$ cat src/hw/pipe_config.svh
`ifndef PIPE_CONFIG_SVH
`define PIPE_CONFIG_SVH

`define PIPE_XLEN      32
`define PIPE_NREGS     32
`define PIPE_REG_AW    5
`define PIPE_DM_WORDS  64

// instruction field positions.
`define PIPE_F_OP   31:26
`define PIPE_F_RS   25:21
`define PIPE_F_RT   20:16
`define PIPE_F_RD   15:11
`define PIPE_F_IMM  15:0
`define PIPE_F_SUB  4:0

`endif

$ cat src/hw/pipe_pkg.sv
`include "pipe_config.svh"

package pipe_pkg;

	typedef enum logic [5:0] {
		OP_RTYPE = 6'd0,
		OP_ADDI  = 6'd8,
		OP_LW    = 6'd35,
		OP_SW    = 6'd43
	} opcode_t;

	// r-type sub-op values 0 to 4 map straight onto these.
	typedef enum logic [2:0] {
		ALU_ADD = 3'd0,
		ALU_SUB = 3'd1,
		ALU_AND = 3'd2,
		ALU_OR  = 3'd3,
		ALU_SLT = 3'd4
	} alu_op_t;

	typedef struct packed {
		logic    do_reg_write;
		logic    do_dm_read;
		logic    do_dm_write;
		logic    use_imm;
		alu_op_t alu_op;
	} ctrl_t;

	typedef struct packed {
		ctrl_t                   ctrl;
		logic [`PIPE_REG_AW-1:0] rs_addr;
		logic [`PIPE_XLEN-1:0]   rs_data;
		logic [`PIPE_REG_AW-1:0] rt_addr;
		logic [`PIPE_XLEN-1:0]   rt_data;
		logic [`PIPE_XLEN-1:0]   imm;
		logic [`PIPE_REG_AW-1:0] wa;
	} id_ex_t;

	typedef struct packed {
		ctrl_t                   ctrl;
		logic [`PIPE_XLEN-1:0]   alu_result;
		logic [`PIPE_XLEN-1:0]   store_data;
		logic [`PIPE_REG_AW-1:0] wa;
	} ex_mem_t;

	typedef struct packed {
		logic                    do_reg_write;
		logic [`PIPE_REG_AW-1:0] wa;
		logic [`PIPE_XLEN-1:0]   wd;
	} mem_wb_t;

endpackage

$ cat src/hw/mem_unit.sv
`timescale 1ns/1ps
`include "pipe_config.svh"

module mem_unit (
	input  logic              clock,
	input  logic              reset,
	input  pipe_pkg::ex_mem_t in,
	output pipe_pkg::mem_wb_t out
);
	import pipe_pkg::*;

	localparam int DM_AW = $clog2(`PIPE_DM_WORDS);

	logic [`PIPE_XLEN-1:0] dm [`PIPE_DM_WORDS];
	logic [DM_AW-1:0]      word_addr;
	logic [`PIPE_XLEN-1:0] rdata;

	// word index, byte offset bits dropped.
	assign word_addr = in.alu_result[DM_AW+1:2];
	assign rdata     = dm[word_addr];

	always_ff @(posedge clock) begin
		if (reset) begin
			for (int i = 0; i < `PIPE_DM_WORDS; i++)
				dm[i] <= '0;
		end else if (in.ctrl.do_dm_write) begin
			dm[word_addr] <= in.store_data;
		end
	end

	always_comb begin
		out              = '0;
		out.do_reg_write = in.ctrl.do_reg_write;
		out.wa           = in.wa;
		out.wd           = in.ctrl.do_dm_read ? rdata : in.alu_result;
	end

	a_rw_excl: assert property (@(posedge clock) disable iff (reset)
		!(in.ctrl.do_dm_read && in.ctrl.do_dm_write));
endmodule

$ cat config.mk
export PLATFORM = sky130hd
export DESIGN_NAME = mem_unit
export DESIGN_NICKNAME = d
export VERILOG_FILES = /design/src/hw/pipe_pkg.sv /design/src/hw/mem_unit.sv
export VERILOG_INCLUDE_DIRS = /design/src /design/src/hw
export SDC_FILE = /design/constraint.sdc
export NUM_CORES = 2
export LEC_CHECK = 0
export BUFFER_PORTS_ARGS = -buffer_cell sky130_fd_sc_hd__buf_4
export CORE_MARGIN = 2
export CORE_UTILIZATION = 45
export DETAILED_ROUTE_END_ITERATION = 12
export HOLD_SLACK_MARGIN = 0.03
export SLEW_MARGIN = 25
export SYNTH_ARGS = -nofsm -noshare
export SYNTH_HDL_FRONTEND = slang
export SYNTH_SLANG_ARGS = --single-unit
$ cat constraint.sdc
create_clock -name clock -period 6.09 [get_ports clock]
set_input_delay 1.218 -clock clock [delete_from_list [all_inputs] [get_ports clock]]
set_output_delay 1.218 -clock clock [all_outputs]
set_load 0.1 [all_outputs]
==> flow_results.org <==
** Placement
- Count of input and output buffers :: ~100
- Final HPWL from detailed placement :: slightly above 200000 um
- Placed standard-cell area :: 0.0998 mm2
- Routability-driven placement finished with a final weighted congestion of 0.956.

** Floorplan
- Initial cell density of the core :: 45.3%
- Full die area :: between 0.2 and 0.25 mm2
- about 120 I/O pins were placed.
- Die height :: ~460 um
- Rows :: ~170
- The core region is between 0.2 and 0.25 mm2.
- From left edge to right edge, the die measures between 400 and 500 um.

** Cells and area
- Cells fill between 50% and 60% of the core in the end.
- The area growth from synthesis to layout is 13.4%.
- Fin nets :: between 6000 and 7000
- Biggest registers after layout :: dm x2048
- Counting the fill cells in the layout gives between 15000 and 20000.
- With fillers left out, the area of the finished cells amounts to approximately 0.11 mm2.
- The library cells used most frequently in the layout, excluding fill and tap cells, are sky130_fd_sc_hd__and2_1, sky130_fd_sc_hd__edfxtp_1, sky130_fd_sc_hd__buf_4.
- The library cell used most frequently in the layout, excluding fill and tap cells, is sky130_fd_sc_hd__and2_1.
- Layout cell share with drive strength beyond 1 :: roughly a fifth
- The register with the most flip-flops in the layout has about 2000 of them.
- More flip-flops sit in one register than any other, and that register is dm.

** Yosys
- Counting flops with a built-in enable in the synthesized netlist gives 2048.
- The synthesized netlist occupies a cell area of approximately 0.094 mm2.
- Yosys printed 0 warnings.
- Biggest area contributors in the synthesized netlist :: sky130_fd_sc_hd__edfxtp_1, sky130_fd_sc_hd__and2_1, sky130_fd_sc_hd__mux4_2
- Async SR Flop Fraction :: 0%
- Number of library cell types mapped by synthesis :: 71
- Synthesis produced a netlist with a net count of 6805.
- Largest area contributor in the netlist :: sky130_fd_sc_hd__edfxtp_1
- Avg Synthesized Cell Area :: between 10 and 15 um2
- Total of flip-flops plus latches after synthesis :: slightly above 2000
- Synthesized instance count :: ~6700
- Of the synthesized area, sequential elements account for 65.5%.
- Area fraction of the dominant cell type after synthesis :: about 65%
- Predominant post-synthesis flop cell :: sky130_fd_sc_hd__edfxtp_1

** GRT
- Pin count of the biggest net entering global routing :: 66
- Global routing consumed, over all layers together, between 30% and 40% of the routing resources.
- The first global-routing pass estimated 479000 um of wire.
- Vias in the first global route :: ~59000
- After global routing the overflow that remains totals 0.
- The number of antenna violations at the first check in global routing was 41.

** CTS
- Number of gates given a new drive strength after cts :: 0
- Hold_buf cts :: 0
- Number of buffers inserted during clock tree synthesis :: about 220
- Clock Tree Root :: sky130_fd_sc_hd__clkbuf_16
- The number of setup buffers added after CTS is 0.
- TritonCTS clock tree :: yes
- Clk sinks :: slightly above 2000
- CTS H-tree lvls :: 4
- Clock buffer depth :: 3
- CTS clock-pin slew for the worst setup and hold paths :: 0.06 ns

** Power
- Summed over all nets, the switching power comes to ~8.2 mW.
- Sequential share of power :: about half
- Part of the power in combinational logic :: roughly 10%
- The worst-case IR drop observed on VDD is roughly 0.33 mV.
- Int Pwr :: approximately 24 mW
- Sum of internal, switching and leakage power :: between 30 and 40 mW
- Switching fraction of total power :: roughly a quarter
- Power density over cell area :: 304 mW/mm2
- Clock network fraction of total power :: approximately 39%
- Cell leakage power :: approximately 37 nW

** STA
- At the pin with the least slew margin, the transition time is 1.23 ns.
- Final slew viol count :: 0
- Total Negative Setup Slacks :: -0.00625 ns
- Total of endpoints with negative setup slack in the final report :: 1
- Final critical-path required period :: approximately 6 ns
- Fin crit share :: 100%
- Setup repair after global routing left no endpoint under its margin.
- Maximum frequency from static timing analysis :: between 150 and 200 MHz
- Setup slack on the critical path of the routed design comes to -0.00625 ns.
- Max-slew headroom at the worst pin :: approximately 18%
- Final Hold Viols :: 0

** Drt
- Iteration-0 DRC count of the detailed router :: roughly 9700
- Number of iterations in the first detailed-routing pass :: 7
- Via count of the routed design :: 61500
- Summed over all layers, the routed wires come to about 350000 um.
- In the final routed layout, each cell accounts on average for ~36 um.
- After detailed routing, the number of remaining DRC violations is 0.
- Antenna violation net count after detailed routing :: 0
- After detailed routing, the number of vias per cell comes to 6.29.

** Critical path
- Cells traversed along the worst timing path :: buf_8 > buf_12 > inv_6 > a221o_1 > a21oi_1 > buf_4 > a2bb2oi_1 > a31oi_1 > buf_4
- Critical path type :: in2out
- Critical Path End Type :: output pin
- STA puts the critical path data arrival time at about 5 ns.
- STA classifies the critical path startpoint as an input port.
- Most repeated library cell on the critical path :: sky130_fd_sc_hd__buf_4
- The largest single stage delay on the critical path is roughly 0.76 ns.
- Critical path required time :: between 4 and 5 ns
- Peak fanout along the critical path :: 43
- On the critical path, the stage with the largest delay is an instance of sky130_fd_sc_hd__a2bb2oi_1.

** Worst hold path
- Min-delay src :: in[15]
- The worst hold path was traced through 2 stages.
- Path category of the worst min-delay check :: in2reg
- The path with the worst hold slack has its endpoint at dm[61][10]$_SDFFCE_PN0P_.

** Status
- The final reports fail on negative setup slack.
- The run finished, with violations left.

** Run
- Maxcap violations :: 0
[how the worst max path moves through the flow]
| stage | from | endpoint | slack [ns] | depth (start not counted) |
|---|---|---|---|---|
| finish | in[39] | out[22] | -0.006 | 9 |
| global route | in[39] | out[2] | 0.04 | 14 |
| CTS | in[39] | out[22] | 0.14 | 9 |
| detailed placement | in[39] | out[22] | 0.15 | 9 |
| global placement | in[39] | out[24] | -0.57 | 11 |
| floorplan | in[41] | out[0] | 0.61 | 9 |
[cell usage after synthesis (all sizes together) (67+ instances only)]
library cell and n:
and2 2055, edfxtp 2048, clkbuf 481, buf 245, a221oi 219, mux2i 214
mux2 184, a22oi 181, nor2 176, mux4 142, o21ai 115, a21oi 112
o22ai 99, nand2 88, or2 67
[power by group through the flow]
stage                     registers (mW)  clock network (mW)  logic, mW
final                               16.4                12.8       3.25
after global routing                16.5                13.3       3.28
after CTS                           16.4                12.8       3.17
after detailed placement            16.7                   0       3.16
after global placement              16.7                   0       3.14
after floorplan                     16.6                   0       1.63
[cell families (layout without fill, tap and decap cells)]
family	after synthesis	after routing	synth area share, %
compound gates	952	952	7.48
buf+inv	731	996	3.50
flops	2048	2048	65.5
mux	540	540	7.90
other cells	0	9	0
simple gates	2456	2456	15.7
[stage by stage]
stage                     worst slack [ns]  std cells  hold slack, ns
final                             -0.00625       9789            1.03
after global routing                0.0368       9781            1.07
after CTS                            0.143       9780            1.09
after detailed placement             0.149       9379            2.02
after global placement              -0.570       9375            2.01
after floorplan                      0.610       6727            1.68
[critical path, delay by kind of cell]
| family | cells | cell delay (ns) |
|---|---|---|
| compound gates | 4 | 2.01 |
| buf+inv | 5 | 1.54 |
[per-layer routing]
layer / up-vias / GRT usage, % / wire [um]
met5: - / 0 / 135
met4: 22 / 18.4 / 22800
met3: 826 / 7.80 / 42600
met2: 4205 / 48.4 / 153000
met1: 31500 / 43.6 / 129000
li1: 25000 / - / -
[final cells by class]
type	count	area, um2	share of cell area [%]
Multi-Input combinational cell	3948	29500	27.7
Tap cell	2788	3490	3.27
Timing Repair Buffer	590	5340	5.01
Sequential cell	2048	61500	57.7
Antenna cell	9	22.5	0.0211
Clock buffer	272	5680	5.33
Inverter	5	28.8	0.0270
Clock inverter	129	993	0.932
No activity file was read; power rests on OpenSTA's default activity.
