--- config.mk ---
export PLATFORM = sky130hd
export DESIGN_NAME = pipe_walls_flat
export DESIGN_NICKNAME = d
export VERILOG_FILES = /design/src/hw/pipe_pkg.sv /design/src/hw/fwd_if.sv /design/src/hw/pipe_walls.sv /design/src/flat_wrapper.sv
export VERILOG_INCLUDE_DIRS = /design/src /design/src/hw
export SDC_FILE = /design/constraint.sdc
export NUM_CORES = 1
export LEC_CHECK = 0
export BUFFER_PORTS_ARGS = -buffer_cell sky130_fd_sc_hd__buf_4
export CAP_MARGIN = 20
export CORE_AREA = 2 2 242 244
export DETAILED_ROUTE_END_ITERATION = 7
export DIE_AREA = 0 0 244 246
export GPL_TIMING_DRIVEN = 0
export PLACE_DENSITY_LB_ADDON = 0.12
export SLEW_MARGIN = 20
export SYNTH_ARGS = -nofsm -noshare
export SYNTH_HDL_FRONTEND = slang
export SYNTH_SLANG_ARGS = --single-unit
--- constraint.sdc ---
create_clock -name clock -period 0.8 [get_ports clock]
set_input_delay 0 -clock clock [delete_from_list [all_inputs] [get_ports clock]]
set_output_delay 0 -clock clock [all_outputs]
set_load 0.01 [all_outputs]
--- src/hw/pipe_config.svh ---
`ifndef PIPE_CONFIG_SVH
`define PIPE_CONFIG_SVH

`define PIPE_XLEN      32
`define PIPE_NREGS     32
`define PIPE_REG_AW    5
`define PIPE_DM_WORDS  64

// instruction field positions.
`define PIPE_F_OP   31:26
`define PIPE_F_RS   25:21
`define PIPE_F_RT   20:16
`define PIPE_F_RD   15:11
`define PIPE_F_IMM  15:0
`define PIPE_F_SUB  4:0

`endif

--- src/hw/pipe_pkg.sv ---
`include "pipe_config.svh"

package pipe_pkg;

	typedef enum logic [5:0] {
		OP_RTYPE = 6'd0,
		OP_ADDI  = 6'd8,
		OP_LW    = 6'd35,
		OP_SW    = 6'd43
	} opcode_t;

	// r-type sub-op values 0 to 4 map straight onto these.
	typedef enum logic [2:0] {
		ALU_ADD = 3'd0,
		ALU_SUB = 3'd1,
		ALU_AND = 3'd2,
		ALU_OR  = 3'd3,
		ALU_SLT = 3'd4
	} alu_op_t;

	typedef struct packed {
		logic    do_reg_write;
		logic    do_dm_read;
		logic    do_dm_write;
		logic    use_imm;
		alu_op_t alu_op;
	} ctrl_t;

	typedef struct packed {
		ctrl_t                   ctrl;
		logic [`PIPE_REG_AW-1:0] rs_addr;
		logic [`PIPE_XLEN-1:0]   rs_data;
		logic [`PIPE_REG_AW-1:0] rt_addr;
		logic [`PIPE_XLEN-1:0]   rt_data;
		logic [`PIPE_XLEN-1:0]   imm;
		logic [`PIPE_REG_AW-1:0] wa;
	} id_ex_t;

	typedef struct packed {
		ctrl_t                   ctrl;
		logic [`PIPE_XLEN-1:0]   alu_result;
		logic [`PIPE_XLEN-1:0]   store_data;
		logic [`PIPE_REG_AW-1:0] wa;
	} ex_mem_t;

	typedef struct packed {
		logic                    do_reg_write;
		logic [`PIPE_REG_AW-1:0] wa;
		logic [`PIPE_XLEN-1:0]   wd;
	} mem_wb_t;

endpackage

--- src/hw/fwd_if.sv ---
`timescale 1ns/1ps
`include "pipe_config.svh"

interface fwd_if;
	logic                    id_ex_load;
	logic [`PIPE_REG_AW-1:0] id_ex_wa;

	logic                    ex_mem_we;
	logic [`PIPE_REG_AW-1:0] ex_mem_wa;
	logic [`PIPE_XLEN-1:0]   ex_mem_result;

	logic                    wb_we;
	logic [`PIPE_REG_AW-1:0] wb_wa;
	logic [`PIPE_XLEN-1:0]   wb_wd;

	modport walls (
		output id_ex_load, id_ex_wa,
		output ex_mem_we, ex_mem_wa, ex_mem_result,
		output wb_we, wb_wa, wb_wd
	);

	modport dec (input id_ex_load, id_ex_wa);

	modport exe (input ex_mem_we, ex_mem_wa, ex_mem_result, wb_we, wb_wa, wb_wd);
endinterface

--- src/hw/pipe_walls.sv ---
`timescale 1ns/1ps
`include "pipe_config.svh"

module pipe_walls (
	input  logic                  clock,
	input  logic                  reset,
	input  logic                  enable,
	input  logic                  flush,
	input  logic                  hazard,
	input  logic [`PIPE_XLEN-1:0] instr_in,
	output logic [`PIPE_XLEN-1:0] instr_out,
	input  pipe_pkg::id_ex_t      id_ex_in,
	output pipe_pkg::id_ex_t      id_ex_out,
	input  pipe_pkg::ex_mem_t     ex_mem_in,
	output pipe_pkg::ex_mem_t     ex_mem_out,
	input  pipe_pkg::mem_wb_t     mem_wb_in,
	output pipe_pkg::mem_wb_t     mem_wb_out,
	fwd_if.walls                  fwd
);
	import pipe_pkg::*;

	logic [`PIPE_XLEN-1:0] instr_q;
	id_ex_t                id_ex_q;
	ex_mem_t               ex_mem_q;
	mem_wb_t               mem_wb_q;

	always_ff @(posedge clock) begin
		if (reset) begin
			instr_q  <= '0;
			id_ex_q  <= '0;
			ex_mem_q <= '0;
			mem_wb_q <= '0;
		end else if (enable) begin
			// hazard wins over flush.
			if (hazard)
				instr_q <= instr_q;
			else if (flush)
				instr_q <= '0;
			else
				instr_q <= instr_in;

			if (hazard)
				id_ex_q <= '0;
			else
				id_ex_q <= id_ex_in;

			ex_mem_q <= ex_mem_in;
			mem_wb_q <= mem_wb_in;
		end
	end

	assign instr_out  = instr_q;
	assign id_ex_out  = id_ex_q;
	assign ex_mem_out = ex_mem_q;

	// the write-back entry retires only in a cycle where the walls advance.
	always_comb begin
		mem_wb_out              = mem_wb_q;
		mem_wb_out.do_reg_write = mem_wb_q.do_reg_write && enable;
	end

	assign fwd.id_ex_load = id_ex_q.ctrl.do_dm_read;
	assign fwd.id_ex_wa   = id_ex_q.wa;

	// a load's alu result is an address, so it never forwards.
	assign fwd.ex_mem_we     = ex_mem_q.ctrl.do_reg_write && !ex_mem_q.ctrl.do_dm_read;
	assign fwd.ex_mem_wa     = ex_mem_q.wa;
	assign fwd.ex_mem_result = ex_mem_q.alu_result;

	assign fwd.wb_we = mem_wb_q.do_reg_write;
	assign fwd.wb_wa = mem_wb_q.wa;
	assign fwd.wb_wd = mem_wb_q.wd;

	// the bubble reaches the execute/memory wall with no enables set.
	a_bubble: assert property (@(posedge clock) disable iff (reset)
		(enable && $past(enable && hazard)) |=> (ex_mem_q.ctrl == '0));

	// with the walls frozen the stage logic between them holds still.
	a_frozen: assert property (@(posedge clock) disable iff (reset)
		!enable |=> ($stable(ex_mem_in) && $stable(mem_wb_in)));
endmodule

--- src/flat_wrapper.sv ---
// flat-port wrapper written by rule: the top's interface ports become plain ports
module pipe_walls_flat import pipe_pkg::*;
  (clock, reset, enable, flush, hazard, instr_in, instr_out, id_ex_in, id_ex_out, ex_mem_in, ex_mem_out, mem_wb_in, mem_wb_out, fwd_id_ex_load, fwd_id_ex_wa, fwd_ex_mem_we, fwd_ex_mem_wa, fwd_ex_mem_result, fwd_wb_we, fwd_wb_wa, fwd_wb_wd);
  fwd_if fwd_i ();
  input  logic clock;
  input  logic reset;
  input  logic enable;
  input  logic flush;
  input  logic hazard;
  input  logic [`PIPE_XLEN-1:0] instr_in;
  output logic [`PIPE_XLEN-1:0] instr_out;
  input  pipe_pkg::id_ex_t id_ex_in;
  output pipe_pkg::id_ex_t id_ex_out;
  input  pipe_pkg::ex_mem_t ex_mem_in;
  output pipe_pkg::ex_mem_t ex_mem_out;
  input  pipe_pkg::mem_wb_t mem_wb_in;
  output pipe_pkg::mem_wb_t mem_wb_out;
  output wire logic [$bits(fwd_i.id_ex_load)-1:0] fwd_id_ex_load;
  output wire logic [$bits(fwd_i.id_ex_wa)-1:0] fwd_id_ex_wa;
  output wire logic [$bits(fwd_i.ex_mem_we)-1:0] fwd_ex_mem_we;
  output wire logic [$bits(fwd_i.ex_mem_wa)-1:0] fwd_ex_mem_wa;
  output wire logic [$bits(fwd_i.ex_mem_result)-1:0] fwd_ex_mem_result;
  output wire logic [$bits(fwd_i.wb_we)-1:0] fwd_wb_we;
  output wire logic [$bits(fwd_i.wb_wa)-1:0] fwd_wb_wa;
  output wire logic [$bits(fwd_i.wb_wd)-1:0] fwd_wb_wd;
  assign fwd_id_ex_load = fwd_i.id_ex_load;
  assign fwd_id_ex_wa = fwd_i.id_ex_wa;
  assign fwd_ex_mem_we = fwd_i.ex_mem_we;
  assign fwd_ex_mem_wa = fwd_i.ex_mem_wa;
  assign fwd_ex_mem_result = fwd_i.ex_mem_result;
  assign fwd_wb_we = fwd_i.wb_we;
  assign fwd_wb_wa = fwd_i.wb_wa;
  assign fwd_wb_wd = fwd_i.wb_wd;
  pipe_walls u_core (.clock(clock), .reset(reset), .enable(enable), .flush(flush), .hazard(hazard), .instr_in(instr_in), .instr_out(instr_out), .id_ex_in(id_ex_in), .id_ex_out(id_ex_out), .ex_mem_in(ex_mem_in), .ex_mem_out(ex_mem_out), .mem_wb_in(mem_wb_in), .mem_wb_out(mem_wb_out), .fwd(fwd_i));
endmodule
==> run summary <==
Yosys warns = 0
Max-Cap Viols = 0
DR pass1 iterations = 4
Failing checks = negative setup slack
Initial antenna violation count = 1
DR vias = 10937
Drt wl/cell = 17.0 µm
Crit end category = primary output
NumNets Final = 2311
Chip width = 244 µm
Design area = 0.0222 mm²
Core ar. = 0.0574 mm²
Clock tree sinks = 264
Tot Pwr = 36.5 mW
Cell variety after synth = 14
Die H = 246 µm
Post-route ant nets = 0
Asr flop ratio synth = 0%
Met3 WL post-DR = 2810 µm
Starting Density = 17.9%
IO buf count = 613
Synth-to-layout area growth = 116%
Register bit total from synthesis = 264
WL final = 48100 µm
Hold WC Path Type = in2reg
Leading area contributor after synthesis = dfxtp_1
# H-tree levels = 2
Worst rel slew slack = 60.8%
CP Max Fanout = 3
Leak pwr = 9.92 nW
Final Hold Vio Count = 0
Placed Instances = 2482
Deepest clock path buffer count = 3
Fin crit period = 1.11 ns
Worst Path Arrival = 1.11 ns
Syn_nets = 1373
Top cell type's share of synthesized area = 51.4%
Sequential share of the synthesized area = 51.4%
Top layer in use = met4
Slew Viols, Final = 0
Status = complete, but fails checks
DRC = 0
Layout cell share with drive strength beyond 1 = 55.1%
Worst path required time = 0.80 ns
First-pass GRT wire length = 69800 µm
Final Skew = 0 ns
Num ports = 615
Vias in the first global route = 11299
Peak supply drop = 0.00112 V
Grt ovf = 0
Syn_area_per_cell = 9.30 µm²
Area contributors post-synth = dfxtp_1, mux2i_1, nor2_1
Vias per cell = 3.86
Worst skew pair latency = 0.53 ns
FP Rows = 88
Die Area = 0.0600 mm²
Min Hold Slack = 0.126 ns
CTS tree = done
Count leader, synth = dfxtp_1
Most frequent cells after synthesis = dfxtp_1, nor2_1, a21oi_1
Met1 Wirelength = 19100 µm
Least-Margin Pin Slew = 0.587 ns
RePlAce Congestion = 0.779
Initial DRC Count = 282
Synth Cell Area = 0.0103 mm²
Detailed placement HPWL = 35500 µm
CTS buffer count = 35
Setup violations, final = 348
Root Buffer = clkbuf_16
Clock-pin slew on the worst setup and hold paths = 0.05 ns
Non-Filler Instances = 2832
Largest net degree at the start of global routing = 19
Crit share post-route = 138%
Top FF cell, synth = dfxtp_1
DR WL met2 = 25200 µm
Startpoint class of the critical path = register
Post-DP Area = 0.0158 mm²
Kind of critical path = reg2out
All-Layer GR Usage = 15.2%
RSZ-0062 raised after global routing = yes
Gate Count Post-Synth = 1104
Setup slack after layout = -0.307 ns
Power per cell area = 1640 mW/mm²
F_max = 903 MHz
Post-synth EDFFs = 0
==> flip-flops by register name, indices dropped and copies added (netlist names) <==
register                  flops
u_core.id_ex_out            112
u_core.ex_mem_out            39
u_core.fwd.ex_mem_result     32
u_core.fwd.wb_wd             32
u_core.instr_out             32
u_core.fwd.ex_mem_wa          5
u_core.fwd.id_ex_wa           5
u_core.fwd.wb_wa              5
u_core.fwd.id_ex_load         1
u_core.fwd.wb_we              1
==> final timing paths <==
check                            start                    to  slack [ns]  cells past startpoint
hold reg to reg   u_core.instr_out[31]  u_core.instr_out[31]        0.45                      2
setup / recovery   u_core.fwd.wb_wd[2]         mem_wb_out[2]       -0.31                      2
hold / removal                  hazard  u_core.instr_out[27]        0.13                      6
setup reg to reg  u_core.id_ex_out[72]  u_core.id_ex_out[72]       -0.06                      4
==> final cells by class <==
cell class	count	area (µm²)
Fill cell	5867	35100
Timing Repair Buffer	902	8790
Antenna cell	2	5.00
Clock buffer	56	1050
Tap cell	765	957
Multi-Input combinational cell	682	4190
Clock inverter	4	20.0
Sequential cell	264	5760
Buffer	157	1470
==> per-stage QoR <==
step	utilization [%]	worst slack [ns]	TNS, ns
2_1_floorplan	-	-0.0368	-5.75
3_3_place_gp	27.6	-1.07	-173.27
3_5_place_dp	27.6	-1.08	-175.69
4_1_cts	37.9	-0.355	-85.62
5_1_grt	38.8	-0.372	-87.59
6_report	38.8	-0.307	-69.34
==> routing by layer <==
| layer | track usage, % | vias up |
|---|---|---|
| met5 | 0 | - |
| met4 | 4.14 | 0 |
| met3 | 3.71 | 59 |
| met2 | 27.9 | 340 |
| met1 | 17.5 | 5142 |
| li1 | - | 5396 |
==> logic make-up (layout without fill, tap and decap cells) <==
family          count (synthesis)  in the layout  share of synthesized area [%]
flops                         264            264                           51.4
buf+inv                       158           1119                           10.7
compound gates                150            150                           7.31
mux                           114            114                           11.1
simple gates                  418            418                           19.5
other cells                     0              2                              0
==> repair_timing <==
action / 4_1_cts / 5_1_grt
hold buffers: 267 / 0
pin swaps: 1 / 0
setup buffers: 12 / 10
resized for setup: 736 / 121
hold endpoints to repair: 264 / 0
endpoints found under the setup margin: 508 / 473
==> where the power goes <==
part           internal, mW  total (mW)  leakage [nW]  switching [mW]
Combinational          4.53        7.28          7.11            2.76
Sequential             13.8        14.4          2.29           0.576
Clock                  8.91        14.9         0.524            5.94
==> placed cells by master (no fill, tap or decap), types with 12 or more instances in the layout <==
cell,synthesis,layout
a21oi_1,150,122
dlygate4sd3_1,0,267
clkbuf_2,0,12
buf_4,98,300
a21oi_2,0,28
nand3b_1,33,33
buf_6,1,434
nor2b_4,0,20
dfxtp_4,0,56
clkbuf_1,40,41
nor2b_1,119,86
clkbuf_16,0,37
nand2_1,32,32
nor2_1,231,231
mux2i_1,114,114
dfxtp_2,0,208
nor2b_2,0,13
==> worst max-delay path, stage by stage, from the launching register on <==
cell and delay [ns]:
dfxtp_4 0.36, buf_6 0.11, buf_6 0.11
Power figures use the tool's default switching activity.
