$ cat src/hw/pipe_config.svh
`ifndef PIPE_CONFIG_SVH
`define PIPE_CONFIG_SVH

`define PIPE_XLEN      32
`define PIPE_NREGS     32
`define PIPE_REG_AW    5
`define PIPE_DM_WORDS  64

// instruction field positions.
`define PIPE_F_OP   31:26
`define PIPE_F_RS   25:21
`define PIPE_F_RT   20:16
`define PIPE_F_RD   15:11
`define PIPE_F_IMM  15:0
`define PIPE_F_SUB  4:0

`endif

$ cat src/hw/pipe_pkg.sv
`include "pipe_config.svh"

package pipe_pkg;

	typedef enum logic [5:0] {
		OP_RTYPE = 6'd0,
		OP_ADDI  = 6'd8,
		OP_LW    = 6'd35,
		OP_SW    = 6'd43
	} opcode_t;

	// r-type sub-op values 0 to 4 map straight onto these.
	typedef enum logic [2:0] {
		ALU_ADD = 3'd0,
		ALU_SUB = 3'd1,
		ALU_AND = 3'd2,
		ALU_OR  = 3'd3,
		ALU_SLT = 3'd4
	} alu_op_t;

	typedef struct packed {
		logic    do_reg_write;
		logic    do_dm_read;
		logic    do_dm_write;
		logic    use_imm;
		alu_op_t alu_op;
	} ctrl_t;

	typedef struct packed {
		ctrl_t                   ctrl;
		logic [`PIPE_REG_AW-1:0] rs_addr;
		logic [`PIPE_XLEN-1:0]   rs_data;
		logic [`PIPE_REG_AW-1:0] rt_addr;
		logic [`PIPE_XLEN-1:0]   rt_data;
		logic [`PIPE_XLEN-1:0]   imm;
		logic [`PIPE_REG_AW-1:0] wa;
	} id_ex_t;

	typedef struct packed {
		ctrl_t                   ctrl;
		logic [`PIPE_XLEN-1:0]   alu_result;
		logic [`PIPE_XLEN-1:0]   store_data;
		logic [`PIPE_REG_AW-1:0] wa;
	} ex_mem_t;

	typedef struct packed {
		logic                    do_reg_write;
		logic [`PIPE_REG_AW-1:0] wa;
		logic [`PIPE_XLEN-1:0]   wd;
	} mem_wb_t;

endpackage

$ cat src/hw/fwd_if.sv
`timescale 1ns/1ps
`include "pipe_config.svh"

interface fwd_if;
	logic                    id_ex_load;
	logic [`PIPE_REG_AW-1:0] id_ex_wa;

	logic                    ex_mem_we;
	logic [`PIPE_REG_AW-1:0] ex_mem_wa;
	logic [`PIPE_XLEN-1:0]   ex_mem_result;

	logic                    wb_we;
	logic [`PIPE_REG_AW-1:0] wb_wa;
	logic [`PIPE_XLEN-1:0]   wb_wd;

	modport walls (
		output id_ex_load, id_ex_wa,
		output ex_mem_we, ex_mem_wa, ex_mem_result,
		output wb_we, wb_wa, wb_wd
	);

	modport dec (input id_ex_load, id_ex_wa);

	modport exe (input ex_mem_we, ex_mem_wa, ex_mem_result, wb_we, wb_wa, wb_wd);
endinterface

$ cat src/hw/reg_file.sv
`timescale 1ns/1ps
`include "pipe_config.svh"

module reg_file (
	input  logic                    clock,
	input  logic                    reset,
	input  logic [`PIPE_REG_AW-1:0] rs_addr,
	input  logic [`PIPE_REG_AW-1:0] rt_addr,
	output logic [`PIPE_XLEN-1:0]   rs_data,
	output logic [`PIPE_XLEN-1:0]   rt_data,
	input  logic                    we,
	input  logic [`PIPE_REG_AW-1:0] wa,
	input  logic [`PIPE_XLEN-1:0]   wd
);
	// register 0 has no storage.
	logic [`PIPE_XLEN-1:0] regs [1:`PIPE_NREGS-1];

	function automatic logic [`PIPE_XLEN-1:0] read_port(input logic [`PIPE_REG_AW-1:0] a);
		if (a == '0)
			return '0;
		else if (we && wa == a)
			return wd;
		else
			return regs[a];
	endfunction

	always_ff @(posedge clock) begin
		if (reset) begin
			for (int i = 1; i < `PIPE_NREGS; i++)
				regs[i] <= '0;
		end else if (we && wa != '0) begin
			regs[wa] <= wd;
		end
	end

	always_comb begin
		rs_data = read_port(rs_addr);
		rt_data = read_port(rt_addr);
	end
endmodule

$ cat src/hw/decode_unit.sv
`timescale 1ns/1ps
`include "pipe_config.svh"

module decode_unit (
	input  logic                  clock,
	input  logic                  reset,
	input  logic [`PIPE_XLEN-1:0] instr,
	input  pipe_pkg::mem_wb_t     wb,
	fwd_if.dec                    fwd,
	output pipe_pkg::id_ex_t      payload,
	output logic                  hazard
);
	import pipe_pkg::*;

	opcode_t                 op;
	logic [`PIPE_REG_AW-1:0] rs_addr;
	logic [`PIPE_REG_AW-1:0] rt_addr;
	logic [`PIPE_REG_AW-1:0] rd_addr;
	logic [4:0]              sub_op;
	logic [`PIPE_XLEN-1:0]   rs_data;
	logic [`PIPE_XLEN-1:0]   rt_data;
	ctrl_t                   ctrl;
	logic [`PIPE_REG_AW-1:0] wa;

	assign op      = opcode_t'(instr[`PIPE_F_OP]);
	assign rs_addr = instr[`PIPE_F_RS];
	assign rt_addr = instr[`PIPE_F_RT];
	assign rd_addr = instr[`PIPE_F_RD];
	assign sub_op  = instr[`PIPE_F_SUB];

	reg_file u_reg_file (
		.clock   (clock),
		.reset   (reset),
		.rs_addr (rs_addr),
		.rt_addr (rt_addr),
		.rs_data (rs_data),
		.rt_data (rt_data),
		.we      (wb.do_reg_write),
		.wa      (wb.wa),
		.wd      (wb.wd)
	);

	always_comb begin
		ctrl = '0;
		wa   = '0;
		case (op)
			OP_RTYPE: begin
				// the all-zero word is a no-op, not a write to r0.
				if (instr != '0) begin
					ctrl.do_reg_write = 1'b1;
					if (sub_op <= 5'd4)
						ctrl.alu_op = alu_op_t'(sub_op[2:0]);
					wa = rd_addr;
				end
			end
			OP_ADDI: begin
				ctrl.do_reg_write = 1'b1;
				ctrl.use_imm      = 1'b1;
				wa                = rt_addr;
			end
			OP_LW: begin
				ctrl.do_reg_write = 1'b1;
				ctrl.do_dm_read   = 1'b1;
				ctrl.use_imm      = 1'b1;
				wa                = rt_addr;
			end
			OP_SW: begin
				ctrl.do_dm_write = 1'b1;
				ctrl.use_imm     = 1'b1;
			end
			default: ;
		endcase
	end

	always_comb begin
		payload         = '0;
		payload.ctrl    = ctrl;
		payload.rs_addr = rs_addr;
		payload.rs_data = rs_data;
		payload.rt_addr = rt_addr;
		payload.rt_data = rt_data;
		payload.imm     = `PIPE_XLEN'(signed'(instr[`PIPE_F_IMM]));
		payload.wa      = wa;
	end

	// a load one slot ahead cannot forward in time.
	assign hazard = fwd.id_ex_load && fwd.id_ex_wa != '0 &&
		(fwd.id_ex_wa == rs_addr || fwd.id_ex_wa == rt_addr);

	a_imm_wa: assert property (@(posedge clock) disable iff (reset)
		(ctrl.do_reg_write && (op == OP_ADDI || op == OP_LW) && rt_addr != '0)
		|-> payload.wa != '0);
endmodule

$ cat src/flat_wrapper.sv
// flat-port wrapper written by rule: the top's interface ports become plain ports
module decode_unit_flat import pipe_pkg::*;
  (clock, reset, instr, wb, payload, hazard, fwd_id_ex_load, fwd_id_ex_wa);
  fwd_if fwd_i ();
  input  logic clock;
  input  logic reset;
  input  logic [`PIPE_XLEN-1:0] instr;
  input  pipe_pkg::mem_wb_t wb;
  output pipe_pkg::id_ex_t payload;
  output logic hazard;
  input wire logic [$bits(fwd_i.id_ex_load)-1:0] fwd_id_ex_load;
  input wire logic [$bits(fwd_i.id_ex_wa)-1:0] fwd_id_ex_wa;
  assign fwd_i.id_ex_load = fwd_id_ex_load;
  assign fwd_i.id_ex_wa = fwd_id_ex_wa;
  decode_unit u_core (.clock(clock), .reset(reset), .instr(instr), .wb(wb), .fwd(fwd_i), .payload(payload), .hazard(hazard));
endmodule
$ cat config.mk
export PLATFORM = sky130hd
export DESIGN_NAME = decode_unit_flat
export DESIGN_NICKNAME = d
export VERILOG_FILES = /design/src/hw/pipe_pkg.sv /design/src/hw/fwd_if.sv /design/src/hw/reg_file.sv /design/src/hw/decode_unit.sv /design/src/flat_wrapper.sv
export VERILOG_INCLUDE_DIRS = /design/src /design/src/hw
export SDC_FILE = /design/constraint.sdc
export NUM_CORES = 2
export LEC_CHECK = 0
export BUFFER_PORTS_ARGS = -buffer_cell sky130_fd_sc_hd__buf_2
export CORE_MARGIN = 2
export CORE_UTILIZATION = 60
export CTS_CLUSTER_DIAMETER = 40
export CTS_CLUSTER_SIZE = 14
export DETAILED_ROUTE_END_ITERATION = 6
export PLACE_DENSITY = 0.78
export SLEW_MARGIN = 20
export SYNTH_ARGS = -nofsm -noshare
export SYNTH_HDL_FRONTEND = slang
export SYNTH_HIERARCHICAL = 1
export SYNTH_SLANG_ARGS = --single-unit
$ cat constraint.sdc
create_clock -name clock -period 2.91 [get_ports clock]
set_clock_uncertainty 0.1 [all_clocks]
set_input_delay 0.4365 -clock clock [delete_from_list [all_inputs] [get_ports clock]]
set_output_delay 0.4365 -clock clock [all_outputs]
set_load 0.05 [all_outputs]
==> results_dict.tcl <==
set metrics [dict create \
    cts_tree "built" \
    via_count 40917 \
    largest_register "u_core/u_reg_file/regs" \
    syn-mean-instance-area_sq_um 14.3 \
    dpl.hpwl_microns 126000 \
    path_class "reg -> out" \
    yosysSeqAreaShare_pct 55.2 \
    status "finished with violations" \
    synth_seq_cells 1024 \
    grt_usage_pct 41.9 \
    async_flop_share_pct 0 \
    grt_pass1_vias 40662 \
    cts.clk_slew.worst_paths_ns 0.06 \
    max-vdd-ir-drop_mv 0.694 \
    antenna_found_initial 15 \
    clockBufferDepth 3 \
    core_sq_mm 0.0918 \
    finalHoldViolations 0 \
    placed_area_sq_mm 0.0614 \
    final.setup.worst_slack_ns -0.317 \
    drt_pass1_iterations 7 \
    drt-wirelength-per-cell_microns 35.3 \
    holdPathEnd "u_core/u_reg_file/regs[0][21]" \
    period_minus_slack_ns 3.23 \
    htreeDepth 4 \
    violations "DRC, setup timing" \
    min_path_type "in -> reg" \
    grt_pass1_wl_microns 281000 \
    synth_area_sq_mm 0.0557 \
    grt_setup_unrepaired "yes" \
    finalSetupTns_ns -8.18 \
    grt_max_degree 35 \
    areaGrowthSynthToFinish_pct 22.4 \
    setup_violations 62 \
    dieArea_sq_mm 0.0953 \
    timing.final.crit_share_pct 111 \
    critPathMaxFanout 2 \
    largest_registers "u_core/u_reg_file/regs x1024" \
    drive_gt1_share_pct 36.8 \
    power_density_mw_per_mm2 599 \
    ys_types 60 \
    synth_flop_cell "edfxtp_1" \
    wirelength_microns 200000 \
    maxCapViolCount 0 \
    die-width_microns 309 \
    ant_nets 0 \
    ioPinCount 197 \
    place_congestion 1.00 \
    hold_depth 1 \
    route.detailed.drc 9 \
    end_kind "output port" \
    cp-start-kind "flop" \
    cts-root-buf "clkbuf_16" \
    max_freq_mhz 310 \
    drt-initial-drc-count 7154 \
    worst_pin_slew_ns 0.852 \
    die_h_microns 309 \
    maxSlewViolCount 0 \
    numCtsBuffers 139 \
    max-slew-margin-rel_pct 43.2 \
    grt_overflow 0 \
    io_buffers 196 \
    largest_reg_flops 1024 \
    vias_per_cell 7.21 \
    critPathMaxStageDelay_ns 0.50 \
    min_from "wb[21]" \
    synth_warnings 6 \
    crit_chain "mux4_2, a22oi_2, a21oi_2, a221o_1, buf_6" \
    p_leak_nw 25.1 \
    critPathSlowestCell "mux4_2" \
    cp.arrival_ns 2.69 \
    design_area_sq_mm 0.0682 \
    nNetsFinal 4389 \
    synth_edf_count 1024 \
    syn_inst 3889 \
    rows 111 \
    cts.sinks 1024 \
    start_util_pct 60.7 \
    required_ns 2.37 \
]
[power breakdown]
group	total, mW	switching, mW	internal [mW]	leakage [nW]
logic	6.57	3.89	2.68	13.2
clock network	16.8	6.81	9.96	2.20
registers	17.5	0.458	17.1	9.75
[worst max-delay path by stage]
stage,start,to,cells past startpoint
final,u_core/u_reg_file/regs[15][27],payload[64],5
after global routing,u_core/u_reg_file/regs[27][9],payload[46],6
after CTS,u_core/u_reg_file/regs[23][12],payload[49],5
after detailed placement,instr[16],payload[51],8
after global placement,instr[16],payload[51],8
after floorplan,instr[16],payload[40],9
[cell usage after synthesis, types with 3 or more instances]
master        n  area share (%)
a22o_1        5           0.079
nor4_1        7           0.079
a221o_1      11            0.20
a32oi_1       9            0.14
nand2b_1      5           0.056
a21oi_1      66            0.59
or2_1         3           0.034
a22oi_1     107             1.4
o221ai_1     38            0.60
or2_2        32            0.36
buf_2        54            0.49
xnor2_1      14            0.22
nand3b_1      5           0.067
a31oi_1      11            0.12
buf_6        26            0.53
buf_4        73            0.98
and3_1        3           0.034
a221oi_1     27            0.42
a211oi_1     32            0.43
mux2i_1     330             5.9
and2_1      994              11
clkbuf_1    281             1.9
mux4_2      375              15
o22ai_1      37            0.42
nor3_1        5           0.045
buf_1        20            0.13
o21ai_0      15            0.13
nand3_1      17            0.15
a32o_1       32            0.57
nor2_1       50            0.34
nor2b_1       5           0.056
xor2_1        6           0.094
o221a_1      15            0.30
o2111ai_1     6           0.094
nand2_1      64            0.43
o21ai_1      49            0.44
mux2_2        6            0.12
edfxtp_1   1024              55
[metrics by stage]
stage	total power, mW	hold WS (ns)	utilization [%]	std cells	worst slack, ns
5_1_grt	41.6	0.0621	74.3	5665	-0.300
2_1_floorplan	21.0	0.435	-	3920	0.191
4_1_cts	40.4	0.0337	73.6	5648	-0.253
3_3_place_gp	23.2	0.667	66.9	5380	-0.324
3_5_place_dp	23.4	0.669	66.9	5380	-0.350
6_report	40.9	0.0647	74.3	5673	-0.317
[logic make-up after synthesis]
| kind of cell | synth area share, % |
|---|---|
| mux | 21.2 |
| buf+inv | 4.04 |
| xor+xnor | 0.314 |
| compound gates | 6.08 |
| flops | 55.2 |
| simple gates | 13.2 |
| other cells | 0.00673 |
[placed cells by master, fill, tap and decap left out, drive strengths merged, types with 17 or more instances in the layout]
master,count
o21ai,64
clkbuf,158
nand3,17
clkinv,50
conb,32
buf,699
a22oi,107
or2,36
a221oi,27
o221ai,38
mux2i,330
edfxtp,1024
nand2,64
nor2,50
mux4,375
o22ai,37
inv,24
a32o,32
and2,996
a211oi,32
a21oi,66
[critical path: cells and delay by family, from the launching register on]
kind / cells / cell delay, ns
AOI/OAI and AO/OA: 3 / 0.84
buffers and inverters: 1 / 0.19
DFF: 1 / 0.43
muxes: 1 / 0.50
[metal layers]
| metal | global-route usage [%] | vias up | part of all wire (%) |
|---|---|---|---|
| li1 | - | 15782 | - |
| met1 | 50.6 | 19992 | 31 |
| met4 | 31.6 | 10 | 9.1 |
| met3 | 14.7 | 1074 | 16 |
| met5 | 0 | - | 0.035 |
| met2 | 62.2 | 4059 | 44 |
[cell type report]
| type | count | area [sq um] |
|---|---|---|
| Antenna cell | 9 | 22.5 |
| Clock buffer | 156 | 3610 |
| Clock inverter | 95 | 948 |
| Fill cell | 5365 | 23600 |
| Inverter | 2 | 7.51 |
| Multi-Input combinational cell | 2440 | 24400 |
| Sequential cell | 1024 | 30700 |
| Tap cell | 1243 | 1560 |
| Timing Repair Buffer | 704 | 6950 |
[repair_timing]
action | 4_1_cts | 5_1_grt
endpoints found under the hold margin | 2 | 0
cloned | 2 | 2
setup buffers | 15 | 15
gates resized for setup | 364 | 89
setup endpoints to repair | 64 | 64
pin swaps | 119 | 49
hold buffers | 2 | 0
Power figures use the tool's default switching activity.
