==> config.mk <==
export PLATFORM = sky130hd
export DESIGN_NAME = execute_unit_flat
export DESIGN_NICKNAME = d
export VERILOG_FILES = /design/src/hw/pipe_pkg.sv /design/src/hw/fwd_if.sv /design/src/hw/execute_unit.sv /design/src/flat_wrapper.sv
export VERILOG_INCLUDE_DIRS = /design/src /design/src/hw
export SDC_FILE = /design/constraint.sdc
export NUM_CORES = 1
export LEC_CHECK = 0
export BUFFER_PORTS_ARGS = -buffer_cell sky130_fd_sc_hd__buf_2
export CAP_MARGIN = 15
export CORE_ASPECT_RATIO = 1.1
export CORE_MARGIN = 2
export CORE_UTILIZATION = 40
export DETAILED_ROUTE_END_ITERATION = 12
export GPL_TIMING_DRIVEN = 0
export PLACE_DENSITY = 0.76
export SLEW_MARGIN = 20
export SYNTH_ARGS = -nofsm -noshare
export SYNTH_HDL_FRONTEND = slang
export SYNTH_SLANG_ARGS = --single-unit
==> constraint.sdc <==
create_clock -name vclk -period 11.6
set_input_delay 3.48 -clock vclk [all_inputs]
set_output_delay 3.48 -clock vclk [all_outputs]
set_load 0.02 [all_outputs]
==> src/hw/pipe_config.svh <==
`ifndef PIPE_CONFIG_SVH
`define PIPE_CONFIG_SVH

`define PIPE_XLEN      32
`define PIPE_NREGS     32
`define PIPE_REG_AW    5
`define PIPE_DM_WORDS  64

// instruction field positions.
`define PIPE_F_OP   31:26
`define PIPE_F_RS   25:21
`define PIPE_F_RT   20:16
`define PIPE_F_RD   15:11
`define PIPE_F_IMM  15:0
`define PIPE_F_SUB  4:0

`endif

==> src/hw/pipe_pkg.sv <==
`include "pipe_config.svh"

package pipe_pkg;

	typedef enum logic [5:0] {
		OP_RTYPE = 6'd0,
		OP_ADDI  = 6'd8,
		OP_LW    = 6'd35,
		OP_SW    = 6'd43
	} opcode_t;

	// r-type sub-op values 0 to 4 map straight onto these.
	typedef enum logic [2:0] {
		ALU_ADD = 3'd0,
		ALU_SUB = 3'd1,
		ALU_AND = 3'd2,
		ALU_OR  = 3'd3,
		ALU_SLT = 3'd4
	} alu_op_t;

	typedef struct packed {
		logic    do_reg_write;
		logic    do_dm_read;
		logic    do_dm_write;
		logic    use_imm;
		alu_op_t alu_op;
	} ctrl_t;

	typedef struct packed {
		ctrl_t                   ctrl;
		logic [`PIPE_REG_AW-1:0] rs_addr;
		logic [`PIPE_XLEN-1:0]   rs_data;
		logic [`PIPE_REG_AW-1:0] rt_addr;
		logic [`PIPE_XLEN-1:0]   rt_data;
		logic [`PIPE_XLEN-1:0]   imm;
		logic [`PIPE_REG_AW-1:0] wa;
	} id_ex_t;

	typedef struct packed {
		ctrl_t                   ctrl;
		logic [`PIPE_XLEN-1:0]   alu_result;
		logic [`PIPE_XLEN-1:0]   store_data;
		logic [`PIPE_REG_AW-1:0] wa;
	} ex_mem_t;

	typedef struct packed {
		logic                    do_reg_write;
		logic [`PIPE_REG_AW-1:0] wa;
		logic [`PIPE_XLEN-1:0]   wd;
	} mem_wb_t;

endpackage

==> src/hw/fwd_if.sv <==
`timescale 1ns/1ps
`include "pipe_config.svh"

interface fwd_if;
	logic                    id_ex_load;
	logic [`PIPE_REG_AW-1:0] id_ex_wa;

	logic                    ex_mem_we;
	logic [`PIPE_REG_AW-1:0] ex_mem_wa;
	logic [`PIPE_XLEN-1:0]   ex_mem_result;

	logic                    wb_we;
	logic [`PIPE_REG_AW-1:0] wb_wa;
	logic [`PIPE_XLEN-1:0]   wb_wd;

	modport walls (
		output id_ex_load, id_ex_wa,
		output ex_mem_we, ex_mem_wa, ex_mem_result,
		output wb_we, wb_wa, wb_wd
	);

	modport dec (input id_ex_load, id_ex_wa);

	modport exe (input ex_mem_we, ex_mem_wa, ex_mem_result, wb_we, wb_wa, wb_wd);
endinterface

==> src/hw/execute_unit.sv <==
`timescale 1ns/1ps
`include "pipe_config.svh"

module execute_unit (
	input  pipe_pkg::id_ex_t  in,
	fwd_if.exe                fwd,
	output pipe_pkg::ex_mem_t out
);
	import pipe_pkg::*;

	logic [`PIPE_XLEN-1:0] rs_val;
	logic [`PIPE_XLEN-1:0] rt_val;
	logic [`PIPE_XLEN-1:0] src_b;
	logic [`PIPE_XLEN-1:0] result;

	// execute/memory first, then write-back, then the register file.
	function automatic logic [`PIPE_XLEN-1:0] pick(
		input logic [`PIPE_REG_AW-1:0] a,
		input logic [`PIPE_XLEN-1:0]   rf_data
	);
		if (a == '0)
			return rf_data;
		else if (fwd.ex_mem_we && fwd.ex_mem_wa == a)
			return fwd.ex_mem_result;
		else if (fwd.wb_we && fwd.wb_wa == a)
			return fwd.wb_wd;
		else
			return rf_data;
	endfunction

	always_comb begin
		rs_val = pick(in.rs_addr, in.rs_data);
		rt_val = pick(in.rt_addr, in.rt_data);
	end

	assign src_b  = in.ctrl.use_imm ? in.imm : rt_val;

	always_comb begin
		case (in.ctrl.alu_op)
			ALU_SUB: result = rs_val - src_b;
			ALU_AND: result = rs_val & src_b;
			ALU_OR:  result = rs_val | src_b;
			ALU_SLT: result = `PIPE_XLEN'($signed(rs_val) < $signed(src_b));
			default: result = rs_val + src_b;
		endcase
	end

	always_comb begin
		out            = '0;
		out.ctrl       = in.ctrl;
		out.alu_result = result;
		out.store_data = rt_val;
		out.wa         = in.wa;
	end
endmodule

==> src/flat_wrapper.sv <==
// flat-port wrapper written by rule: the top's interface ports become plain ports
module execute_unit_flat import pipe_pkg::*;
  (in, out, fwd_ex_mem_we, fwd_ex_mem_wa, fwd_ex_mem_result, fwd_wb_we, fwd_wb_wa, fwd_wb_wd);
  fwd_if fwd_i ();
  input  pipe_pkg::id_ex_t in;
  output pipe_pkg::ex_mem_t out;
  input wire logic [$bits(fwd_i.ex_mem_we)-1:0] fwd_ex_mem_we;
  input wire logic [$bits(fwd_i.ex_mem_wa)-1:0] fwd_ex_mem_wa;
  input wire logic [$bits(fwd_i.ex_mem_result)-1:0] fwd_ex_mem_result;
  input wire logic [$bits(fwd_i.wb_we)-1:0] fwd_wb_we;
  input wire logic [$bits(fwd_i.wb_wa)-1:0] fwd_wb_wa;
  input wire logic [$bits(fwd_i.wb_wd)-1:0] fwd_wb_wd;
  assign fwd_i.ex_mem_we = fwd_ex_mem_we;
  assign fwd_i.ex_mem_wa = fwd_ex_mem_wa;
  assign fwd_i.ex_mem_result = fwd_ex_mem_result;
  assign fwd_i.wb_we = fwd_wb_we;
  assign fwd_i.wb_wa = fwd_wb_wa;
  assign fwd_i.wb_wd = fwd_wb_wd;
  execute_unit u_core (.in(in), .fwd(fwd_i), .out(out));
endmodule
==> impl_metrics.py, run 1 <==
metrics = {
    "critical_path": {
        "start_kind": "primary input",
        "endpoint_kind": "primary output",
        "crit_required_ps": 8120,
        "crit_fanout": 9,
        "critPathKind": "in2out",
        "arrival_ps": 8080,
    },
    "layout": {
        "final-seq-area_um2": 0,
        "fin_util_pct": 55.2,
        "fill_cells": 1769,
        "drive_gt1_share_pct": 33.9,
        "area_growth_pct": 35.6,
        "clkbuf_count": 0,
        "seq_cells": 0,
        "nNetsFinal": 1657,
    },
    "timing": {
        "finalCritPeriodShare_pct": 99.7,
        "relSlewSlack_pct": 40.1,
        "finalMaxSlewViolations": 0,
        "fin_ws_ps": 36.4,
        "rsz0062_at_grt": "yes",
        "setup_viol": 0,
        "finalHoldViolCount": 0,
        "period_minus_slack_ps": 11560,
        "max_freq_mhz": 86.5,
        "worstMarginPinSlew_ps": 899,
    },
    "logic_synthesis": {
        "ys_seq_area_share_pct": 0,
        "netlist_instances": 1071,
        "synth_warnings": 0,
        "synth.area.top_cells": "ha_1 (17%), o22a_1 (12%), inv_1 (6.8%)",
        "syn-num-nets": 1366,
        "synth_cell_types": 77,
        "syn_avg_cell_area_um2": 6.69,
        "syn_area_mm2": 0.00717,
        "synth_top_area_cell": "ha_1",
        "netlist.area_leader.share_pct": 17.3,
    },
    "drt": {
        "firstDrtPassIters": 5,
        "routedWlPerCell_um": 23.0,
        "drt-total-wl_um": 36900,
        "drt_first_iter_violations": 1061,
        "drc": 0,
        "vias": 10200,
        "postRouteAntennaNets": 0,
        "vias_per_cell": 6.36,
    },
    "placement": {
        "dp_hpwl_um": 29600,
        "io_buffers": 259,
        "gp_congestion": 1.04,
        "pre_cts_slack_ps": -1340,
    },
    "global_route": {
        "grt_start_max_net_pins": 11,
        "grt_usage_pct": 35.6,
        "grt_pass1_vias": 9438,
        "grt_pass1_wl_um": 53000,
        "antenna_found_initial": 3,
        "grt-ovfl-total": 0,
    },
    "floorplan": {
        "core_mm2": 0.0176,
        "ioPinCount": 270,
        "die-area_mm2": 0.0190,
        "fp.dieW_um": 132,
        "die_h_um": 144,
        "start_util_pct": 40.7,
        "rows": 51,
    },
    "power": {
        "ir_drop_mv": 0.0320,
        "p_total_w": 0.000709,
        "cellLeakagePower_nw": 4.58,
        "p_per_area_mw_per_mm2": 72.9,
    },
    "hold_path": {
        "min-delay-path-class": "in2out",
    },
    "run": {
        "cap_violations": 0,
    },
    "status": {
        "status": "finished, final reports clean",
    },
    "clocking": {
        "cts_hold_buf": 0,
    },
}
## cell usage in the layout (no fill, tap or decap), drive strengths merged, types with 38 or more instances in the layout
| cell | synthesis | final |
|---|---|---|
| o21a | 38 | 38 |
| o22a | 95 | 95 |
| inv | 130 | 130 |
| o22ai | 46 | 46 |
| o21ai | 45 | 45 |
| a21oi | 77 | 77 |
| nand2 | 75 | 75 |
| buf | 25 | 329 |
| ha | 99 | 99 |
| nor2 | 78 | 78 |
| clkbuf | 62 | 47 |
## cells in the mapped netlist, types with 5 or more instances
cell      count
o22a_1       95
xnor2_1      11
o22ai_1      46
nor3_1       12
o221ai_1     14
o211ai_1     14
nor2_1       78
clkbuf_1     54
ha_1         99
o311ai_0      5
clkbuf_8      8
a21oi_1      77
a221oi_1     12
o21a_1       37
nand3_1      19
a31oi_1      10
o21bai_1     11
buf_4        14
nor2b_1      15
o21ai_0      44
nand2_1      75
a221o_1      16
a21boi_0      6
xor2_1       19
a211oi_1      9
nand4_1       5
inv_1       130
a21o_1        9
buf_2         5
o31ai_1       7
nand2b_1     19
nor4_1        8
## cell type report
class,instances,area [um^2],area share [%]
antenna,3,7.51,0.0772
multi-input combinational,854,6730,69.2
inverter,130,488,5.02
buffer,84,599,6.17
timing repair buffer,292,1600,16.4
tap,238,298,3.06
## final timing paths
path | start | end | slack, ps | depth (start not counted)
hold / removal | in[0] | out[0] | 7180 | 2
setup / recovery | in[70] | out[68] | 40 | 20
## metrics by stage
stage	hold slack, ps	cell area [um^2]	setup TNS [ps]	cells
2_1_floorplan	7070	7170	0	1071
3_3_place_gp	7180	8760	-13490	1568
3_5_place_dp	7180	8760	-14250	1568
4_1_cts	7180	9140	-357	1582
5_1_grt	7180	9720	-360	1601
6_report	7180	9720	0	1601
## metal layers
layer	share of wire (%)	vias to the layer above	GRT usage [%]
met5	0	-	0
met2	46	744	62.3
li1	-	4526	-
met4	5.6	0	15.8
met1	38	4736	42.6
met3	11	174	6.55
## critical path, cell delays in order
cell	delay (ps)
buf_2	140
or4_1	560
nor2_4	220
a21oi_4	90
buf_8	160
buf_12	130
o22ai_4	240
o21a_1	260
ha_2	380
and2b_2	280
nand4_1	200
o32a_1	280
o211a_1	150
or3_1	360
buf_6	150
o21a_4	230
o31ai_4	170
xor2_1	220
o221ai_2	160
buf_4	200
## power breakdown
| group | switching [W] | internal, W |
|---|---|---|
| clock | 0 | 0.0000000000346 |
| combinational | 0.000432 | 0.000277 |
| sequential | 0 | 0 |
| total | 0.000432 | 0.000277 |
## what timing repair did
item                                   in CTS  in global routing
resized for setup                          74                140
endpoints found under the hold margin       0                  0
setup endpoints to repair                  23                 21
pin swaps                                  12                 43
buffers inserted                           15                 18
## cell families (layout without fill, tap and decap cells)
| family | after synthesis | after routing | share of synthesized area [%] |
|---|---|---|---|
| multiplexers | 1 | 1 | 0.140 |
| XOR/XNOR | 30 | 30 | 3.67 |
| AO/OA/AOI/OAI | 452 | 452 | 46.2 |
| buffers and inverters | 217 | 506 | 13.7 |
| AND/OR/NAND/NOR | 269 | 269 | 18.3 |
| adder cells (fa/ha/maj) | 102 | 102 | 18.0 |
| other | 0 | 3 | 0 |
No activity file was read; power rests on OpenSTA's default activity.
==> run 2, diff against run 1 <==
==> constraint.sdc (replaced) <==
create_clock -name vclk -period 11.6
set_input_delay 3.48 -clock vclk [all_inputs]
set_output_delay 3.48 -clock vclk [all_outputs]
set_load 0.005 [all_outputs]
==> run 2 against run 1 <==
Hold slack worse by 51 ps; total power down 6.2%; die area unchanged; design area up 0.31%; first-iteration DRC count down 2.5%.
==> impl_metrics.py, run 2 (same netlist as run 1, synthesis figures left out) <==
metrics = {
    "global_route": {
        "grt_pass1_vias": 9481,
        "grt-ovfl-total": 0,
        "grt_pass1_wl_um": 53000,
        "antenna_found_initial": 2,
        "grt_usage_pct": 35.6,
        "grt_start_max_net_pins": 11,
    },
    "critical_path": {
        "critPathKind": "in2out",
        "arrival_ps": 8120,
        "crit_path_frequent_cell": "buf_2",
        "crit_required_ps": 8120,
        "start_kind": "primary input",
        "crit_family": "compound AO/OA/AOI/OAI gates",
        "endpoint_kind": "primary output",
        "crit_chain": "buf_2, or4_1, nor2_2, clkbuf_2, o22ai_4, o21a_1, inv_2, ha_4, inv_1, fa_2, nor2b_4, o211ai_1, nand3b_1, a211oi_4, o31a_1, o21bai_4, a2111oi_4, nor2_1, a31oi_2, buf_2",
        "critPathBufInv": 5,
        "crit_fanout": 10,
        "max_stage_delay_ps": 540,
        "slowest_stage": "or4_1",
    },
    "floorplan": {
        "start_util_pct": 40.7,
        "core_mm2": 0.0176,
        "rows": 51,
        "die-area_mm2": 0.0190,
        "fp.dieW_um": 132,
        "ioPinCount": 270,
        "die_h_um": 144,
    },
    "layout": {
        "seq_cells": 0,
        "final_common_cell": "buf_2",
        "mostFrequentLayoutCells": "buf_2 (266), inv_1 (128), o22a_1 (95), ha_1 (88), nand2_1 (75)",
        "drive_gt1_share_pct": 34.4,
        "final-seq-area_um2": 0,
        "fin_cells": 1602,
        "nNetsFinal": 1659,
        "clkbuf_count": 0,
        "final_cell_area_mm2": 0.00975,
        "area_growth_pct": 36.0,
    },
    "clocking": {
        "cts_hold_buf": 0,
    },
    "power": {
        "comb_power_share_pct": 100.0,
        "cellLeakagePower_nw": 4.60,
        "p_switching_w": 0.000388,
        "p_seq_share_pct": 0,
        "p_int_w": 0.000277,
        "ir_drop_mv": 0.0269,
        "swShare_pct": 58.4,
        "p_per_area_mw_per_mm2": 68.2,
        "clockPowerShare_pct": 0,
    },
    "drt": {
        "vias": 10100,
        "postRouteAntennaNets": 0,
        "firstDrtPassIters": 5,
        "vias_per_cell": 6.30,
        "drt_first_iter_violations": 1035,
        "routedWlPerCell_um": 23.1,
        "drt-total-wl_um": 36900,
        "drc": 0,
    },
    "timing": {
        "max_freq_mhz": 86.2,
        "period_minus_slack_ps": 11600,
        "finalMaxSlewViolations": 0,
        "setup_viol": 0,
        "finalHoldViolCount": 0,
        "finalCritPeriodShare_pct": 100,
        "relSlewSlack_pct": 42.1,
        "fin_ws_ps": 3.84,
        "tns_ps": 0,
        "worstMarginPinSlew_ps": 868,
        "fin_hold_ws_ps": 7130,
    },
    "placement": {
        "gp_congestion": 1.04,
        "dp_hpwl_um": 29600,
        "placed_cell_area_mm2": 0.00876,
        "io_buffers": 259,
        "pre_cts_slack_ps": -1290,
        "dp.cells": 1568,
    },
    "run": {
        "cap_violations": 0,
    },
    "status": {
        "status": "finished, final reports clean",
    },
    "hold_path": {
        "min-delay-path-class": "in2out",
    },
}
[run 2: cell count changes in the layout (fill, tap and decap cells not counted), moves of 3 or more]
cell | previous run | this run
ha_4 | 5 | 8
clkbuf_4 | 6 | 1
clkbuf_2 | 7 | 13
clkbuf_1 | 27 | 24
buf_6 | 13 | 9
buf_2 | 257 | 266
o22ai_1 | 32 | 35
[run 2: cell type report]
| class | instances | area (um^2) |
|---|---|---|
| antenna | 2 | 5.00 |
| buffer | 82 | 587 |
| tap | 238 | 298 |
| inverter | 130 | 488 |
| multi-input combinational | 854 | 6780 |
| fill | 1763 | 7860 |
| timing repair buffer | 296 | 1590 |
[run 2: path summary, 6_finish.rpt]
| path | from | endpoint | slack [ps] | depth (start not counted) |
|---|---|---|---|---|
| max | in[69] | out[37] | 4 | 20 |
| min | in[0] | out[0] | 7130 | 2 |
[run 2: routing by layer]
| metal | wire length (um) | share of wire, % | track usage [%] | vias up |
|---|---|---|---|---|
| li1 | - | - | - | 4522 |
| met5 | 0 | 0 | 0 | - |
| met1 | 14100 | 38 | 42.8 | 4726 |
| met3 | 3860 | 10 | 6.38 | 141 |
| met4 | 1930 | 5.2 | 16.1 | 0 |
| met2 | 17000 | 46 | 62.2 | 711 |
[run 2: timing repair]
| item | in CTS | in global routing |
|---|---|---|
| pin swaps | 15 | 38 |
| gates resized for setup | 80 | 114 |
| cloned | 0 | 1 |
| setup endpoints to repair | 23 | 19 |
| buffers inserted | 17 | 19 |
[run 2: per-stage QoR]
| stage | util [%] | total power [W] |
|---|---|---|
| 5_1_grt | 55.4 | 0.000711 |
| 2_1_floorplan | - | 0.000372 |
| 6_report | 55.4 | 0.000665 |
| 3_3_place_gp | 49.8 | 0.000571 |
| 4_1_cts | 52.0 | 0.000606 |
| 3_5_place_dp | 49.8 | 0.000573 |
[run 2: power groups by stage]
stage                     logic [W]  clock network, W  registers, W
after detailed placement   0.000573                 0             0
after CTS                  0.000606                 0             0
after floorplan            0.000372                 0             0
after global placement     0.000571                 0             0
final                      0.000665   0.0000000000231             0
after global routing       0.000711   0.0000000000231             0
==> run 3, diff against run 2 <==
- GPL_TIMING_DRIVEN: 0 -> 1
==> run 3 against run 2 <==
Core utilization grew 1.8 points; clock-buffer cell count stayed put; total power increased by 5.8%; critical path type unchanged; largest cell class unchanged; highest routed layer unchanged.
==> impl_metrics.py, run 3 (same netlist as run 1, synthesis figures left out) <==
metrics = {
    "layout": {
        "final-seq-area_um2": 0,
        "final_common_cell": "buf_2",
        "mostFrequentLayoutCells": "buf_2 (252), buf_4 (161), inv_1 (128), o22a_1 (95), ha_1 (87)",
        "clkbuf_count": 0,
        "nNetsFinal": 1702,
        "fill_cells": 1776,
        "area_growth_pct": 40.4,
        "final_cell_area_mm2": 0.0101,
        "drive_gt1_share_pct": 37.4,
        "seq_cells": 0,
        "fin_cells": 1644,
    },
    "drt": {
        "vias_per_cell": 6.10,
        "drt_first_iter_violations": 910,
        "firstDrtPassIters": 6,
        "drt-total-wl_um": 35300,
        "routedWlPerCell_um": 21.5,
        "vias": 10000,
        "postRouteAntennaNets": 0,
        "drc": 0,
    },
    "timing": {
        "fin_ws_ps": 125,
        "finalMaxSlewViolations": 0,
        "period_minus_slack_ps": 11480,
        "worstMarginPinSlew_ps": 1110,
        "fin_hold_ws_ps": 6960,
        "finalCritPeriodShare_pct": 98.9,
        "relSlewSlack_pct": 25.7,
        "max_freq_mhz": 87.1,
        "setup_viol": 0,
        "rsz0062_at_grt": "yes",
        "finalHoldViolCount": 0,
    },
    "floorplan": {
        "ioPinCount": 270,
        "fp.dieW_um": 132,
        "die-area_mm2": 0.0190,
        "core_mm2": 0.0176,
        "rows": 51,
        "die_h_um": 144,
        "start_util_pct": 40.7,
    },
    "placement": {
        "dp.cells": 1624,
        "pre_cts_slack_ps": -198,
        "io_buffers": 254,
        "gp_congestion": 1.07,
        "placed_cell_area_mm2": 0.00942,
        "dp_hpwl_um": 28600,
    },
    "global_route": {
        "grt-ovfl-total": 0,
        "grt_start_max_net_pins": 35,
        "grt_pass1_vias": 9550,
        "grt_pass1_wl_um": 52800,
        "grt_usage_pct": 34.6,
        "antenna_found_initial": 1,
    },
    "critical_path": {
        "critPathKind": "in2out",
        "crit_required_ps": 8120,
        "arrival_ps": 8000,
        "start_kind": "primary input",
        "crit_fanout": 7,
        "endpoint_kind": "primary output",
    },
    "hold_path": {
        "whs_path_depth": 0,
        "min-delay-path-class": "in2out",
    },
    "power": {
        "p_total_w": 0.000704,
        "ir_drop_mv": 0.0261,
        "cellLeakagePower_nw": 4.89,
        "p_per_area_mw_per_mm2": 69.9,
    },
    "status": {
        "status": "finished, final reports clean",
    },
    "clocking": {
        "cts_hold_buf": 0,
    },
    "run": {
        "cap_violations": 0,
    },
}
[run 3: final timing paths]
| check | start | endpoint | slack (ps) |
|---|---|---|---|
| hold / removal | in[0] | out[0] | 6960 |
| setup / recovery | fwd_ex_mem_wa[1] | out[59] | 120 |
[run 3: power breakdown]
group / internal, W / switching, W / total [W] / leakage, nW
Combinational: 0.000315 / 0.000388 / 0.000704 / 4.89
Sequential: 0 / 0 / 0 / 0
Clock: 0.0000000000115 / 0 / 0.0000000000115 / 0.00000634
[run 3: layout make-up]
class | count | area (um^2) | share of cell area (%)
multi-input combinational | 854 | 6690 | 66.5
antenna | 1 | 2.50 | 0.0249
timing repair buffer | 421 | 2580 | 25.7
inverter | 130 | 488 | 4.85
tap | 238 | 298 | 2.96
[run 3: metrics by stage]
stage	util, %	setup TNS (ps)
6_report	57.1	0
5_1_grt	57.1	-42.4
4_1_cts	53.8	-30.7
3_5_place_dp	53.5	-908
3_3_place_gp	53.5	-944
2_1_floorplan	-	0
[run 3: timing repair]
item | 4_1_cts | 5_1_grt
gates resized for setup | 7 | 109
endpoints found under the hold margin | 0 | 0
setup endpoints to repair | 9 | 19
pin swaps | 6 | 41
setup buffers | 4 | 17
[run 3: metal layers]
layer	global-route usage, %	part of all wire, %
met1	46.0	41
met2	56.4	45
met3	7.29	11
met4	10.8	3.8
met5	0	0
[run 3: critical path: stages]
cell	delay, ps
buf_4	130
xor2_2	170
nor4_2	340
nand3_2	140
buf_6	150
buf_8	130
a21oi_4	160
buf_6	140
buf_6	110
o22ai_4	60
o21a_1	220
inv_2	90
ha_4	130
inv_1	50
fa_2	330
nor2b_4	140
o211ai_1	250
nand3b_1	240
a21oi_2	270
o311ai_4	150
a311o_1	420
a21oi_2	160
xnor2_1	160
o221ai_1	170
buf_2	210
